## config.mk

```make
export PLATFORM = sky130hd
export DESIGN_NAME = sample_buffer
export DESIGN_NICKNAME = d
export VERILOG_FILES = /design/src/hdl/buffer_pkg.sv /design/src/hdl/bank_write_if.sv /design/src/hdl/capture_control.sv /design/src/hdl/readout_dma.sv /design/src/hdl/sample_banks.sv /design/src/hdl/sample_buffer.sv
export VERILOG_INCLUDE_DIRS = /design/src /design/src/hdl
export SDC_FILE = /design/constraint.sdc
export NUM_CORES = 2
export LEC_CHECK = 0
export BUFFER_PORTS_ARGS = -buffer_cell sky130_fd_sc_hd__buf_2
export CAP_MARGIN = 20
export CORE_ASPECT_RATIO = 1.25
export CORE_UTILIZATION = 65
export CTS_BUF_LIST = sky130_fd_sc_hd__clkbuf_16
export DETAILED_ROUTE_END_ITERATION = 8
export PLACE_DENSITY = 0.82
export SLEW_MARGIN = 20
export SYNTH_ARGS = -nofsm -noshare
export SYNTH_HDL_FRONTEND = slang
export SYNTH_HIERARCHICAL = 1
export SYNTH_SLANG_ARGS = --single-unit
export TNS_END_PERCENT = 10
```

## constraint.sdc

```tcl
create_clock -name ps_clk -period 10.7 [get_ports ps_clk]
set_clock_uncertainty 0.1 [all_clocks]
set_input_delay 1.605 -clock ps_clk [delete_from_list [all_inputs] [get_ports ps_clk]]
set_output_delay 1.605 -clock ps_clk [all_outputs]
set_load 0.02 [all_outputs]
```

## src/hdl/buffer_settings.svh

```systemverilog
// ==========================================================
// sample buffer sizing macros
// channel count, sample width, bank depth, read latency
// ==========================================================
`ifndef BUFFER_SETTINGS_SVH
`define BUFFER_SETTINGS_SVH

// number of sample channels, also the number of banks
`define BUF_CHANNELS 4

// bits per stored sample
`define BUF_SAMPLE_WIDTH 16

// words per bank, total storage is channels times this
`define BUF_BANK_DEPTH 16

// cycles from read enable to read data
`define BUF_READ_LATENCY 2

`endif

```

## src/hdl/buffer_pkg.sv

```systemverilog
// ==========================================================
// shared types for the sample buffer
// capture states, banking mode, sample and depth words
// ==========================================================
`include "buffer_settings.svh"

package buffer_pkg;

  typedef enum logic [1:0] {
    CAP_IDLE,
    CAP_ARMED,
    CAP_CAPTURING,
    CAP_HOLD
  } capture_state_t;

  // 0 -> one channel, 1 -> two channels, 2 -> four channels
  typedef logic [1:0] banking_mode_t;

  typedef logic [`BUF_SAMPLE_WIDTH-1:0] sample_t;

  typedef logic [$clog2(`BUF_CHANNELS)-1:0] channel_t;

  // holds 0 up to the full pooled storage of one channel
  localparam int DEPTH_WIDTH = $clog2(`BUF_CHANNELS * `BUF_BANK_DEPTH) + 1;

  typedef logic [DEPTH_WIDTH-1:0] depth_t;

  // channel 0 in the low bits
  typedef depth_t [`BUF_CHANNELS-1:0] depth_word_t;

endpackage

```

## src/hdl/bank_write_if.sv

```systemverilog
// ==========================================================
// write side link between capture control and the banks
// ==========================================================
`timescale 1ns/100ps

interface bank_write_if import buffer_pkg::*; ();

  logic          write_enable;
  logic          clear_counts;
  banking_mode_t banking_mode;
  depth_word_t   depths;
  logic          full;

  modport ctrl (
    output write_enable,
    output clear_counts,
    output banking_mode,
    input  depths,
    input  full
  );

  modport bank (
    input  write_enable,
    input  clear_counts,
    input  banking_mode,
    output depths,
    output full
  );

endinterface

```

## src/hdl/capture_control.sv

```systemverilog
// ==========================================================
// capture FSM with arm, start, stop, full and reset handling
// one-shot write depth report on entry to hold
// ==========================================================
`timescale 1ns/100ps
`include "buffer_settings.svh"

module capture_control import buffer_pkg::*; (
  input  logic           ps_clk,
  input  logic           ps_reset,
  input  logic           arm_i,
  input  logic           sw_start_i,
  input  logic           sw_stop_i,
  input  logic           hw_start_i,
  input  logic           hw_stop_i,
  input  logic           capture_reset_i,
  input  banking_mode_t  banking_mode_i,
  bank_write_if.ctrl     bank_if,
  output logic           capture_full_o,
  output depth_word_t    write_depth_o,
  output logic           write_depth_valid_o,
  input  logic           write_depth_ready_i,
  output capture_state_t state_o,
  output banking_mode_t  mode_o
);

  localparam banking_mode_t MAX_MODE = banking_mode_t'($clog2(`BUF_CHANNELS));

  capture_state_t state_q, state_d;
  banking_mode_t  mode_q;
  depth_word_t    depth_q;
  logic           full_q;
  logic           depth_valid_q;
  logic           arm_ok;
  logic           start_ok;
  logic           stop_req;
  logic           enter_hold;

  always_comb begin
    arm_ok   = arm_i && (state_q == CAP_IDLE || state_q == CAP_HOLD);
    // hardware start only counts once armed
    start_ok = (sw_start_i && state_q != CAP_CAPTURING) ||
               (hw_start_i && state_q == CAP_ARMED);
    stop_req = sw_stop_i || hw_stop_i;

    state_d = state_q;
    if (capture_reset_i) begin
      state_d = CAP_IDLE;
    end else if (start_ok) begin
      state_d = CAP_CAPTURING;
    end else if (arm_ok) begin
      state_d = CAP_ARMED;
    end else if (state_q == CAP_CAPTURING && (stop_req || bank_if.full)) begin
      state_d = CAP_HOLD;
    end
    enter_hold = (state_d == CAP_HOLD) && (state_q != CAP_HOLD);
  end

  // samples seen together with a stop or reset strobe are dropped
  assign bank_if.write_enable = (state_q == CAP_CAPTURING) && !stop_req && !capture_reset_i;
  assign bank_if.clear_counts = capture_reset_i || start_ok || arm_ok;
  assign bank_if.banking_mode = mode_q;

  always_ff @(posedge ps_clk) begin
    if (ps_reset) begin
      state_q       <= CAP_IDLE;
      mode_q        <= '0;
      full_q        <= 1'b0;
      depth_valid_q <= 1'b0;
    end else begin
      state_q <= state_d;
      if (start_ok) begin
        mode_q <= (banking_mode_i > MAX_MODE) ? MAX_MODE : banking_mode_i;
      end
      if (bank_if.clear_counts) begin
        full_q <= 1'b0;
      end else if (bank_if.full) begin
        full_q <= 1'b1;
      end
      if (capture_reset_i) begin
        depth_valid_q <= 1'b0;
      end else if (enter_hold) begin
        depth_valid_q <= 1'b1;
      end else if (write_depth_ready_i) begin
        depth_valid_q <= 1'b0;
      end
    end
  end

  // banks present next-cycle counts, so this catches the final sample
  always_ff @(posedge ps_clk) begin
    if (enter_hold) begin
      depth_q <= bank_if.depths;
    end
  end

  assign capture_full_o      = full_q;
  assign write_depth_o       = depth_q;
  assign write_depth_valid_o = depth_valid_q;
  assign state_o             = state_q;
  assign mode_o              = mode_q;

endmodule

```

## src/hdl/readout_dma.sv

```systemverilog
// ==========================================================
// readout engine streaming stored samples channel by channel
// credit-limited reads into a small output FIFO
// ==========================================================
`timescale 1ns/100ps
`include "buffer_settings.svh"

module readout_dma import buffer_pkg::*; (
  input  logic           ps_clk,
  input  logic           ps_reset,
  input  logic           readout_start_i,
  input  logic           readout_reset_i,
  input  logic           capture_reset_i,
  input  capture_state_t state_i,
  input  banking_mode_t  mode_i,
  input  depth_word_t    depths_i,
  output logic           rd_en_o,
  output channel_t       rd_channel_o,
  output depth_t         rd_addr_o,
  input  sample_t        rd_data_i,
  output sample_t        readout_data_o,
  output logic           readout_valid_o,
  input  logic           readout_ready_i,
  output logic           readout_last_o
);

  localparam int LAT        = `BUF_READ_LATENCY;
  localparam int FIFO_DEPTH = LAT + 2;
  localparam int PTR_W      = $clog2(FIFO_DEPTH);
  localparam int CNT_W      = $clog2(FIFO_DEPTH + 1);
  localparam int CH_W       = $bits(channel_t);

  logic                  running_q;
  channel_t              chan_q;
  depth_t                addr_q;
  logic [LAT-1:0]        vld_pipe;
  logic [LAT-1:0]        last_pipe;
  sample_t               fifo_data [FIFO_DEPTH];
  logic [FIFO_DEPTH-1:0] fifo_last;
  logic [PTR_W-1:0]      wr_ptr, rd_ptr;
  logic [CNT_W-1:0]      fifo_cnt;
  logic [CH_W:0]         first_ch, next_ch;
  logic                  abort, start_ok, issue, push, pop;
  logic                  space_ok, last_addr, is_last;

  // finds the lowest non-empty active channel at or above from
  // top bit set when one was found
  function automatic logic [CH_W:0] find_channel(input int from, input depth_word_t d,
                                                 input banking_mode_t m);
    logic [CH_W:0] res;
    res = '0;
    for (int c = `BUF_CHANNELS - 1; c >= 0; c--) begin
      if (c >= from && c < (1 << m) && d[c] != '0) begin
        res = {1'b1, CH_W'(c)};
      end
    end
    return res;
  endfunction

  function automatic logic [PTR_W-1:0] ptr_inc(input logic [PTR_W-1:0] p);
    return (p == PTR_W'(FIFO_DEPTH - 1)) ? '0 : p + 1'b1;
  endfunction

  always_comb begin
    abort     = readout_reset_i || capture_reset_i || (state_i != CAP_HOLD);
    first_ch  = find_channel(0, depths_i, mode_i);
    next_ch   = find_channel(int'(chan_q) + 1, depths_i, mode_i);
    start_ok  = readout_start_i && !running_q && first_ch[CH_W];
    last_addr = (addr_q == depths_i[chan_q] - 1'b1);
    is_last   = last_addr && !next_ch[CH_W];
    // buffered plus in-flight words must fit the FIFO
    space_ok  = (int'(fifo_cnt) + $countones(vld_pipe)) < FIFO_DEPTH;
    issue     = running_q && space_ok && readout_ready_i;
    push      = vld_pipe[LAT-1];
    pop       = readout_valid_o && readout_ready_i;
  end

  always_ff @(posedge ps_clk) begin
    if (ps_reset || abort) begin
      running_q <= 1'b0;
      chan_q    <= '0;
      addr_q    <= '0;
      vld_pipe  <= '0;
      last_pipe <= '0;
      wr_ptr    <= '0;
      rd_ptr    <= '0;
      fifo_cnt  <= '0;
      fifo_last <= '0;
    end else begin
      vld_pipe  <= (vld_pipe << 1) | LAT'(issue);
      last_pipe <= (last_pipe << 1) | LAT'(issue && is_last);
      if (start_ok) begin
        running_q <= 1'b1;
        chan_q    <= first_ch[CH_W-1:0];
        addr_q    <= '0;
      end else if (issue) begin
        if (!last_addr) begin
          addr_q <= addr_q + 1'b1;
        end else if (next_ch[CH_W]) begin
          chan_q <= next_ch[CH_W-1:0];
          addr_q <= '0;
        end else begin
          running_q <= 1'b0;
        end
      end
      if (push) begin
        wr_ptr            <= ptr_inc(wr_ptr);
        fifo_last[wr_ptr] <= last_pipe[LAT-1];
      end
      if (pop) begin
        rd_ptr            <= ptr_inc(rd_ptr);
        // a word that leaves gives up its last mark
        fifo_last[rd_ptr] <= 1'b0;
      end
      fifo_cnt <= fifo_cnt + CNT_W'(push) - CNT_W'(pop);
    end
  end

  always_ff @(posedge ps_clk) begin
    if (push) begin
      fifo_data[wr_ptr] <= rd_data_i;
    end
  end

  assign rd_en_o         = issue;
  assign rd_channel_o    = chan_q;
  assign rd_addr_o       = addr_q;
  assign readout_valid_o = (fifo_cnt != '0);
  assign readout_data_o  = fifo_data[rd_ptr];
  assign readout_last_o  = fifo_last[rd_ptr];

endmodule

```

## src/hdl/sample_banks.sv

```systemverilog
// ==========================================================
// pooled bank memories with per-channel write counters
// full detection and a pipelined read port
// ==========================================================
`timescale 1ns/100ps
`include "buffer_settings.svh"

module sample_banks import buffer_pkg::*; (
  input  logic                        ps_clk,
  input  logic                        ps_reset,
  input  sample_t [`BUF_CHANNELS-1:0] sample_data_i,
  input  logic [`BUF_CHANNELS-1:0]    sample_valid_i,
  bank_write_if.bank                  bank_if,
  input  logic                        rd_en_i,
  input  channel_t                    rd_channel_i,
  input  depth_t                      rd_addr_i,
  output sample_t                     rd_data_o
);

  localparam int BANKS  = `BUF_CHANNELS;
  localparam int TOTAL  = BANKS * `BUF_BANK_DEPTH;
  localparam int ADDR_W = $clog2(TOTAL);
  localparam int OFF_W  = $clog2(`BUF_BANK_DEPTH);
  localparam int LAT    = `BUF_READ_LATENCY;

  typedef logic [ADDR_W-1:0] flat_addr_t;

  sample_t          mem [BANKS][`BUF_BANK_DEPTH];
  sample_t          rd_pipe [LAT];
  depth_word_t      count_q, count_d;
  logic             full_q;
  logic             fill_now;
  depth_t           capacity;
  logic [BANKS-1:0] ch_write;
  flat_addr_t       wr_flat [BANKS];
  flat_addr_t       rd_flat;
  logic [BANKS-1:0] bank_we;
  logic [OFF_W-1:0] bank_off [BANKS];
  sample_t          bank_wdata [BANKS];

  // storage per active channel shrinks as more channels share the banks
  assign capacity = depth_t'(TOTAL >> bank_if.banking_mode);

  // a channel's samples are contiguous: flat = channel * capacity + count
  // the top flat bits pick the bank, the low bits the offset inside it
  always_comb begin
    fill_now = 1'b0;
    bank_we  = '0;
    for (int b = 0; b < BANKS; b++) begin
      bank_off[b]   = '0;
      bank_wdata[b] = '0;
    end
    for (int c = 0; c < BANKS; c++) begin
      wr_flat[c]  = flat_addr_t'(c * capacity) + flat_addr_t'(count_q[c]);
      ch_write[c] = bank_if.write_enable && !full_q && sample_valid_i[c] &&
                    (c < (1 << bank_if.banking_mode));
      count_d[c]  = bank_if.clear_counts ? '0 : count_q[c] + depth_t'(ch_write[c]);
      if (ch_write[c]) begin
        bank_we[wr_flat[c][ADDR_W-1:OFF_W]]    = 1'b1;
        bank_off[wr_flat[c][ADDR_W-1:OFF_W]]   = wr_flat[c][OFF_W-1:0];
        bank_wdata[wr_flat[c][ADDR_W-1:OFF_W]] = sample_data_i[c];
        if (count_q[c] == capacity - 1'b1) begin
          fill_now = 1'b1;
        end
      end
    end
  end

  always_ff @(posedge ps_clk) begin
    if (ps_reset) begin
      count_q <= '0;
      full_q  <= 1'b0;
    end else begin
      count_q <= count_d;
      if (bank_if.clear_counts) begin
        full_q <= 1'b0;
      end else if (fill_now) begin
        full_q <= 1'b1;
      end
    end
  end

  assign rd_flat = flat_addr_t'(rd_channel_i * capacity) + flat_addr_t'(rd_addr_i);

  always_ff @(posedge ps_clk) begin
    for (int b = 0; b < BANKS; b++) begin
      if (bank_we[b]) begin
        mem[b][bank_off[b]] <= bank_wdata[b];
      end
    end
    if (rd_en_i) begin
      rd_pipe[0] <= mem[rd_flat[ADDR_W-1:OFF_W]][rd_flat[OFF_W-1:0]];
    end
    for (int s = 1; s < LAT; s++) begin
      rd_pipe[s] <= rd_pipe[s-1];
    end
  end

  assign rd_data_o      = rd_pipe[LAT-1];
  // counts including this cycle's writes
  assign bank_if.depths = count_d;
  assign bank_if.full   = full_q || fill_now;

endmodule

```

## src/hdl/sample_buffer.sv

```systemverilog
// ==========================================================
// multichannel sample capture buffer top level
// ==========================================================
`timescale 1ns/100ps
`include "buffer_settings.svh"

module sample_buffer import buffer_pkg::*; (
  input  logic                        ps_clk,
  input  logic                        ps_reset,
  input  logic                        arm_i,
  input  logic                        sw_start_i,
  input  logic                        sw_stop_i,
  input  logic                        hw_start_i,
  input  logic                        hw_stop_i,
  input  logic                        capture_reset_i,
  input  logic                        readout_start_i,
  input  logic                        readout_reset_i,
  input  banking_mode_t               banking_mode_i,
  input  sample_t [`BUF_CHANNELS-1:0] sample_data_i,
  input  logic [`BUF_CHANNELS-1:0]    sample_valid_i,
  output logic                        capture_full_o,
  output depth_word_t                 write_depth_o,
  output logic                        write_depth_valid_o,
  input  logic                        write_depth_ready_i,
  output sample_t                     readout_data_o,
  output logic                        readout_valid_o,
  input  logic                        readout_ready_i,
  output logic                        readout_last_o
);

  bank_write_if   bank_if ();
  capture_state_t state;
  banking_mode_t  mode;
  logic           rd_en;
  channel_t       rd_channel;
  depth_t         rd_addr;
  sample_t        rd_data;

  capture_control u_capture_control (
    .ps_clk,
    .ps_reset,
    .arm_i,
    .sw_start_i,
    .sw_stop_i,
    .hw_start_i,
    .hw_stop_i,
    .capture_reset_i,
    .banking_mode_i,
    .bank_if             (bank_if.ctrl),
    .capture_full_o,
    .write_depth_o,
    .write_depth_valid_o,
    .write_depth_ready_i,
    .state_o             (state),
    .mode_o              (mode)
  );

  sample_banks u_sample_banks (
    .ps_clk,
    .ps_reset,
    .sample_data_i,
    .sample_valid_i,
    .bank_if      (bank_if.bank),
    .rd_en_i      (rd_en),
    .rd_channel_i (rd_channel),
    .rd_addr_i    (rd_addr),
    .rd_data_o    (rd_data)
  );

  // readout sees the live counts, which hold still during hold
  readout_dma u_readout_dma (
    .ps_clk,
    .ps_reset,
    .readout_start_i,
    .readout_reset_i,
    .capture_reset_i,
    .state_i         (state),
    .mode_i          (mode),
    .depths_i        (bank_if.depths),
    .rd_en_o         (rd_en),
    .rd_channel_o    (rd_channel),
    .rd_addr_o       (rd_addr),
    .rd_data_i       (rd_data),
    .readout_data_o,
    .readout_valid_o,
    .readout_ready_i,
    .readout_last_o
  );

endmodule

```

==> flow_results.xml <==
<?xml version="1.0" encoding="UTF-8"?>
<metrics>
  <group name="outcome">
    <metric name="result_of_the_run" unit="">finished, final reports clean</metric>
  </group>
  <group name="drt">
    <metric name="avgRoutedWirePerCell" unit="µm">34.85</metric>
    <metric name="vias_per_cell" unit="">7.486</metric>
    <metric name="drt_drc_violations_left" unit="">0</metric>
    <metric name="antenna_violating_nets_post_route" unit="">0</metric>
    <metric name="wl" unit="µm">166000</metric>
    <metric name="detailedRoute.firstPassIterationCount" unit="">9</metric>
    <metric name="drt_iter0_markers" unit="">6570</metric>
    <metric name="via_count" unit="">35660</metric>
  </group>
  <group name="placed_design">
    <metric name="dp_hpwl" unit="µm">101000</metric>
    <metric name="postPlaceCellArea" unit="µm²">53070</metric>
    <metric name="detailedPlace.worstSlack" unit="ns">3.487</metric>
    <metric name="place.port_buffers" unit="">129</metric>
    <metric name="gp_routability_congestion" unit="">0.9648</metric>
  </group>
  <group name="synth">
    <metric name="synth_cells" unit="">3510</metric>
    <metric name="ys_warn_count" unit="">6</metric>
    <metric name="synth_top_area_share" unit="%">67.16</metric>
    <metric name="synth.avg_cell_area" unit="µm²">14.42</metric>
    <metric name="synth_flop_type" unit="">edfxtp_1</metric>
    <metric name="synth_top_cell_by_area" unit="">edfxtp_1</metric>
    <metric name="postSynthRegisterBits" unit="">1210</metric>
    <metric name="number_of_distinct_library_cells_after_synthesis" unit="">78</metric>
    <metric name="seq_area_frac_synth" unit="%">70.25</metric>
    <metric name="cell_area_synth" unit="µm²">50610</metric>
    <metric name="synth-edff-count" unit="">1132</metric>
    <metric name="postSynthNetCount" unit="">3630</metric>
    <metric name="async_flop_share" unit="%">0</metric>
    <metric name="synth.area.top_cells" unit="">edfxtp_1 (67%), mux4_2 (3.7%), dfxtp_1 (3.1%)</metric>
  </group>
  <group name="grt">
    <metric name="grt_pass1_vias" unit="">35280</metric>
    <metric name="grt_use_total" unit="%">42.08</metric>
    <metric name="globalRouteOverflowTotal" unit="">0</metric>
    <metric name="antenna_found_initial" unit="">8</metric>
    <metric name="grt_first_pass_wirelength" unit="µm">235300</metric>
    <metric name="grt_max_degree" unit="">144</metric>
  </group>
  <group name="timing">
    <metric name="finalSetupViolations" unit="">0</metric>
    <metric name="fin_crit" unit="ns">6.855</metric>
    <metric name="fmax" unit="GHz">0.1459</metric>
    <metric name="maxSlewHeadroom" unit="%">17.98</metric>
    <metric name="timing.setup.tns" unit="ns">0</metric>
    <metric name="final_min_period_over_clock_period" unit="%">64.06</metric>
    <metric name="final_critical_path_setup_slack" unit="ns">3.845</metric>
    <metric name="final_hold_violations" unit="">0</metric>
    <metric name="rsz0062_at_grt" unit="">false</metric>
    <metric name="timing.final.max_slew_violations" unit="">0</metric>
    <metric name="timing_worst_slew_pin_value" unit="ns">1.213</metric>
  </group>
  <group name="finish">
    <metric name="seq_area" unit="µm²">35560</metric>
    <metric name="finalInstanceArea" unit="µm²">56760</metric>
    <metric name="nFillCells" unit="">4469</metric>
    <metric name="multi_input_area" unit="µm²">14540</metric>
    <metric name="post_route_cells_drive_above_1_share" unit="%">18.19</metric>
    <metric name="finalNetCount" unit="">3744</metric>
    <metric name="flow.area_growth_from_synthesis" unit="%">12.14</metric>
  </group>
  <group name="clocking">
    <metric name="clkSinkCount" unit="">1210</metric>
    <metric name="cts_max_level" unit="">3</metric>
    <metric name="post_cts.resized_instances" unit="">0</metric>
    <metric name="cts_tree" unit="">built</metric>
    <metric name="path_clk_slew" unit="ns">0.06</metric>
    <metric name="root_buffer" unit="">clkbuf_16</metric>
    <metric name="clk-insertion-delay-late" unit="ns">0.71</metric>
    <metric name="cts_inserted_buffers" unit="">108</metric>
    <metric name="max-clock-path-buffers" unit="">3</metric>
    <metric name="cts_post_setup_buffers_inserted" unit="">0</metric>
    <metric name="cts_hold_repair.buffers" unit="">0</metric>
  </group>
  <group name="floorplanning">
    <metric name="fp.coreArea" unit="µm²">77170</metric>
    <metric name="floorplan_die_area" unit="µm²">78990</metric>
    <metric name="io_count" unit="">130</metric>
    <metric name="initial_utilization" unit="%">65.59</metric>
    <metric name="chipHeight" unit="µm">314.0</metric>
    <metric name="rows" unit="">114</metric>
    <metric name="die_x" unit="µm">251.6</metric>
  </group>
  <group name="min_path">
    <metric name="hp-class" unit="">register to register</metric>
    <metric name="worstHoldPathCells" unit="">0</metric>
  </group>
  <group name="power_and_ir_drop">
    <metric name="power.static_leakage" unit="µW">0.01786</metric>
    <metric name="irDropWorstVdd" unit="µV">153.4</metric>
    <metric name="power_density" unit="nW/µm²">159.3</metric>
  </group>
  <group name="worst_setup_path">
    <metric name="worst-path-max-fanout" unit="">22</metric>
    <metric name="worstRegToRegCells" unit="">13</metric>
    <metric name="data_required_time_at_the_worst_endpoint" unit="ns">10.89</metric>
    <metric name="critical_path_endpoint_category" unit="">register</metric>
    <metric name="timing.setup.critical_path_class" unit="">input port to register</metric>
    <metric name="cp.arrival" unit="ns">7.04</metric>
    <metric name="crit_path_start_kind" unit="">input port</metric>
  </group>
  <group name="job">
    <metric name="max_cap_viols" unit="">0</metric>
  </group>
</metrics>
-- layout make-up --
type | instances | share of cell area (%)
diodes | 4 | 0.01764
clock buffers | 108 | 4.762
clock inverters | 94 | 1.433
inverters | 26 | 0.1720
multi-input cells | 2015 | 25.62
flip-flops and latches | 1210 | 62.66
well taps | 1044 | 2.302
repair buffers | 263 | 3.036
-- where the power goes --
group | leakage [µW] | switching (µW) | total [µW] | internal (µW)
logic | 0.00667 | 51.5 | 75.6 | 24.0
registers | 0.00939 | 3.69 | 5100 | 5100
clock network | 0.00181 | 1760 | 3870 | 2110
total | 0.0179 | 1810 | 9040 | 7230
-- synth_stat cells (24+ instances only) --
master and number:
and3_1 59, a31oi_1 52, a22oi_1 135, nand2_1 390, a221oi_1 81, buf_2 49, nor2_1 198, a21oi_1 166
edfxtp_1 1132, ha_1 35, and2_1 24, mux4_2 84, clkbuf_1 165, mux2i_1 68, o22ai_1 33, inv_1 25
o21ai_0 133, nand3_1 77, a221o_1 36, xnor2_1 31, dfxtp_1 78, nor3_1 67
-- stage by stage --
stage          total power, µW  std cells  hold WS, ns  util (%)
2_1_floorplan             5231       3510       0.2233         -
3_3_place_gp              5274       4552       0.2250     68.74
3_5_place_dp              5274       4554       0.2269     68.77
4_1_cts                   9030       4756       0.2404     73.33
5_1_grt                   9209       4762       0.2461     73.54
6_report                  9044       4764       0.2386     73.55
-- sequential cells by signal, summed over array words and instances, names as in the netlist, 2 cells and up, named ones only --
name,flops
u_readout_dma/last_pipe,2
u_sample_banks/mem,1024
u_readout_dma/vld_pipe,2
u_readout_dma/rd_ptr,2
u_sample_banks/count_q,28
u_readout_dma/rd_channel_o,2
u_readout_dma/fifo_last,4
u_capture_control/state_o,2
u_capture_control/bank_if.banking_mode,2
u_readout_dma/fifo_cnt,3
u_capture_control/write_depth_o,28
u_readout_dma/rd_addr_o,7
u_readout_dma/fifo_data,64
u_sample_banks/rd_pipe,32
u_readout_dma/wr_ptr,2
-- logic make-up (layout without fill, tap and decap cells) --
kind of cell / Yosys count / after routing / share of synthesized area, %
mux: 156 / 156 / 5.290
xor+xnor: 57 / 57 / 1.058
fa+ha+maj: 38 / 38 / 0.9839
compound gates: 819 / 819 / 11.34
flops: 1210 / 1210 / 70.25
buf+inv: 285 / 491 / 2.405
simple gates: 945 / 945 / 8.677
other cells: 0 / 4 / 0
-- worst max-delay path, cell delays in order --
cell	delay [ns]
buf_2	0.13
nor4b_1	1.03
nand4bb_1	0.35
inv_1	0.24
and3_1	0.80
nor3_2	0.11
buf_4	0.26
a221oi_1	0.32
nor3_1	0.09
a21oi_1	0.73
nand3b_1	0.38
nor2_2	0.97
-- metal layers --
| layer | up-vias | routed length (µm) | GRT usage, % |
|---|---|---|---|
| li1 | 14040 | - | - |
| met1 | 16700 | 48550 | 49.67 |
| met2 | 3849 | 74420 | 64.61 |
| met3 | 1077 | 26640 | 12.97 |
| met4 | 4 | 16360 | 33.11 |
| met5 | - | 27 | 0 |
-- path summary, 6_finish.rpt --
path	startpoint	to	slack (ns)
hold / removal	u_sample_banks/rd_pipe[0][1]	u_sample_banks/rd_pipe[0][17]	0.24
hold reg to reg	u_sample_banks/rd_pipe[0][1]	u_sample_banks/rd_pipe[0][17]	0.24
setup reg to reg	u_capture_control/bank_if.banking_mode[1]	u_sample_banks/rd_pipe[0][0]	4.01
setup / recovery	capture_reset_i	u_sample_banks/mem[3][224]	3.85
-- cells in the final DEF (no fill, tap or decap), types with 77 or more instances in the layout --
| cell | instances |
|---|---|
| nor2_1 | 136 |
| buf_2 | 129 |
| mux4_2 | 84 |
| clkbuf_16 | 108 |
| a22oi_1 | 135 |
| buf_4 | 127 |
| nand2_1 | 389 |
| o21ai_0 | 85 |
| a221oi_1 | 81 |
| edfxtp_1 | 1132 |
| nand3_1 | 77 |
| a21oi_1 | 164 |
Note: power is estimated with default switching activity, not from simulation.
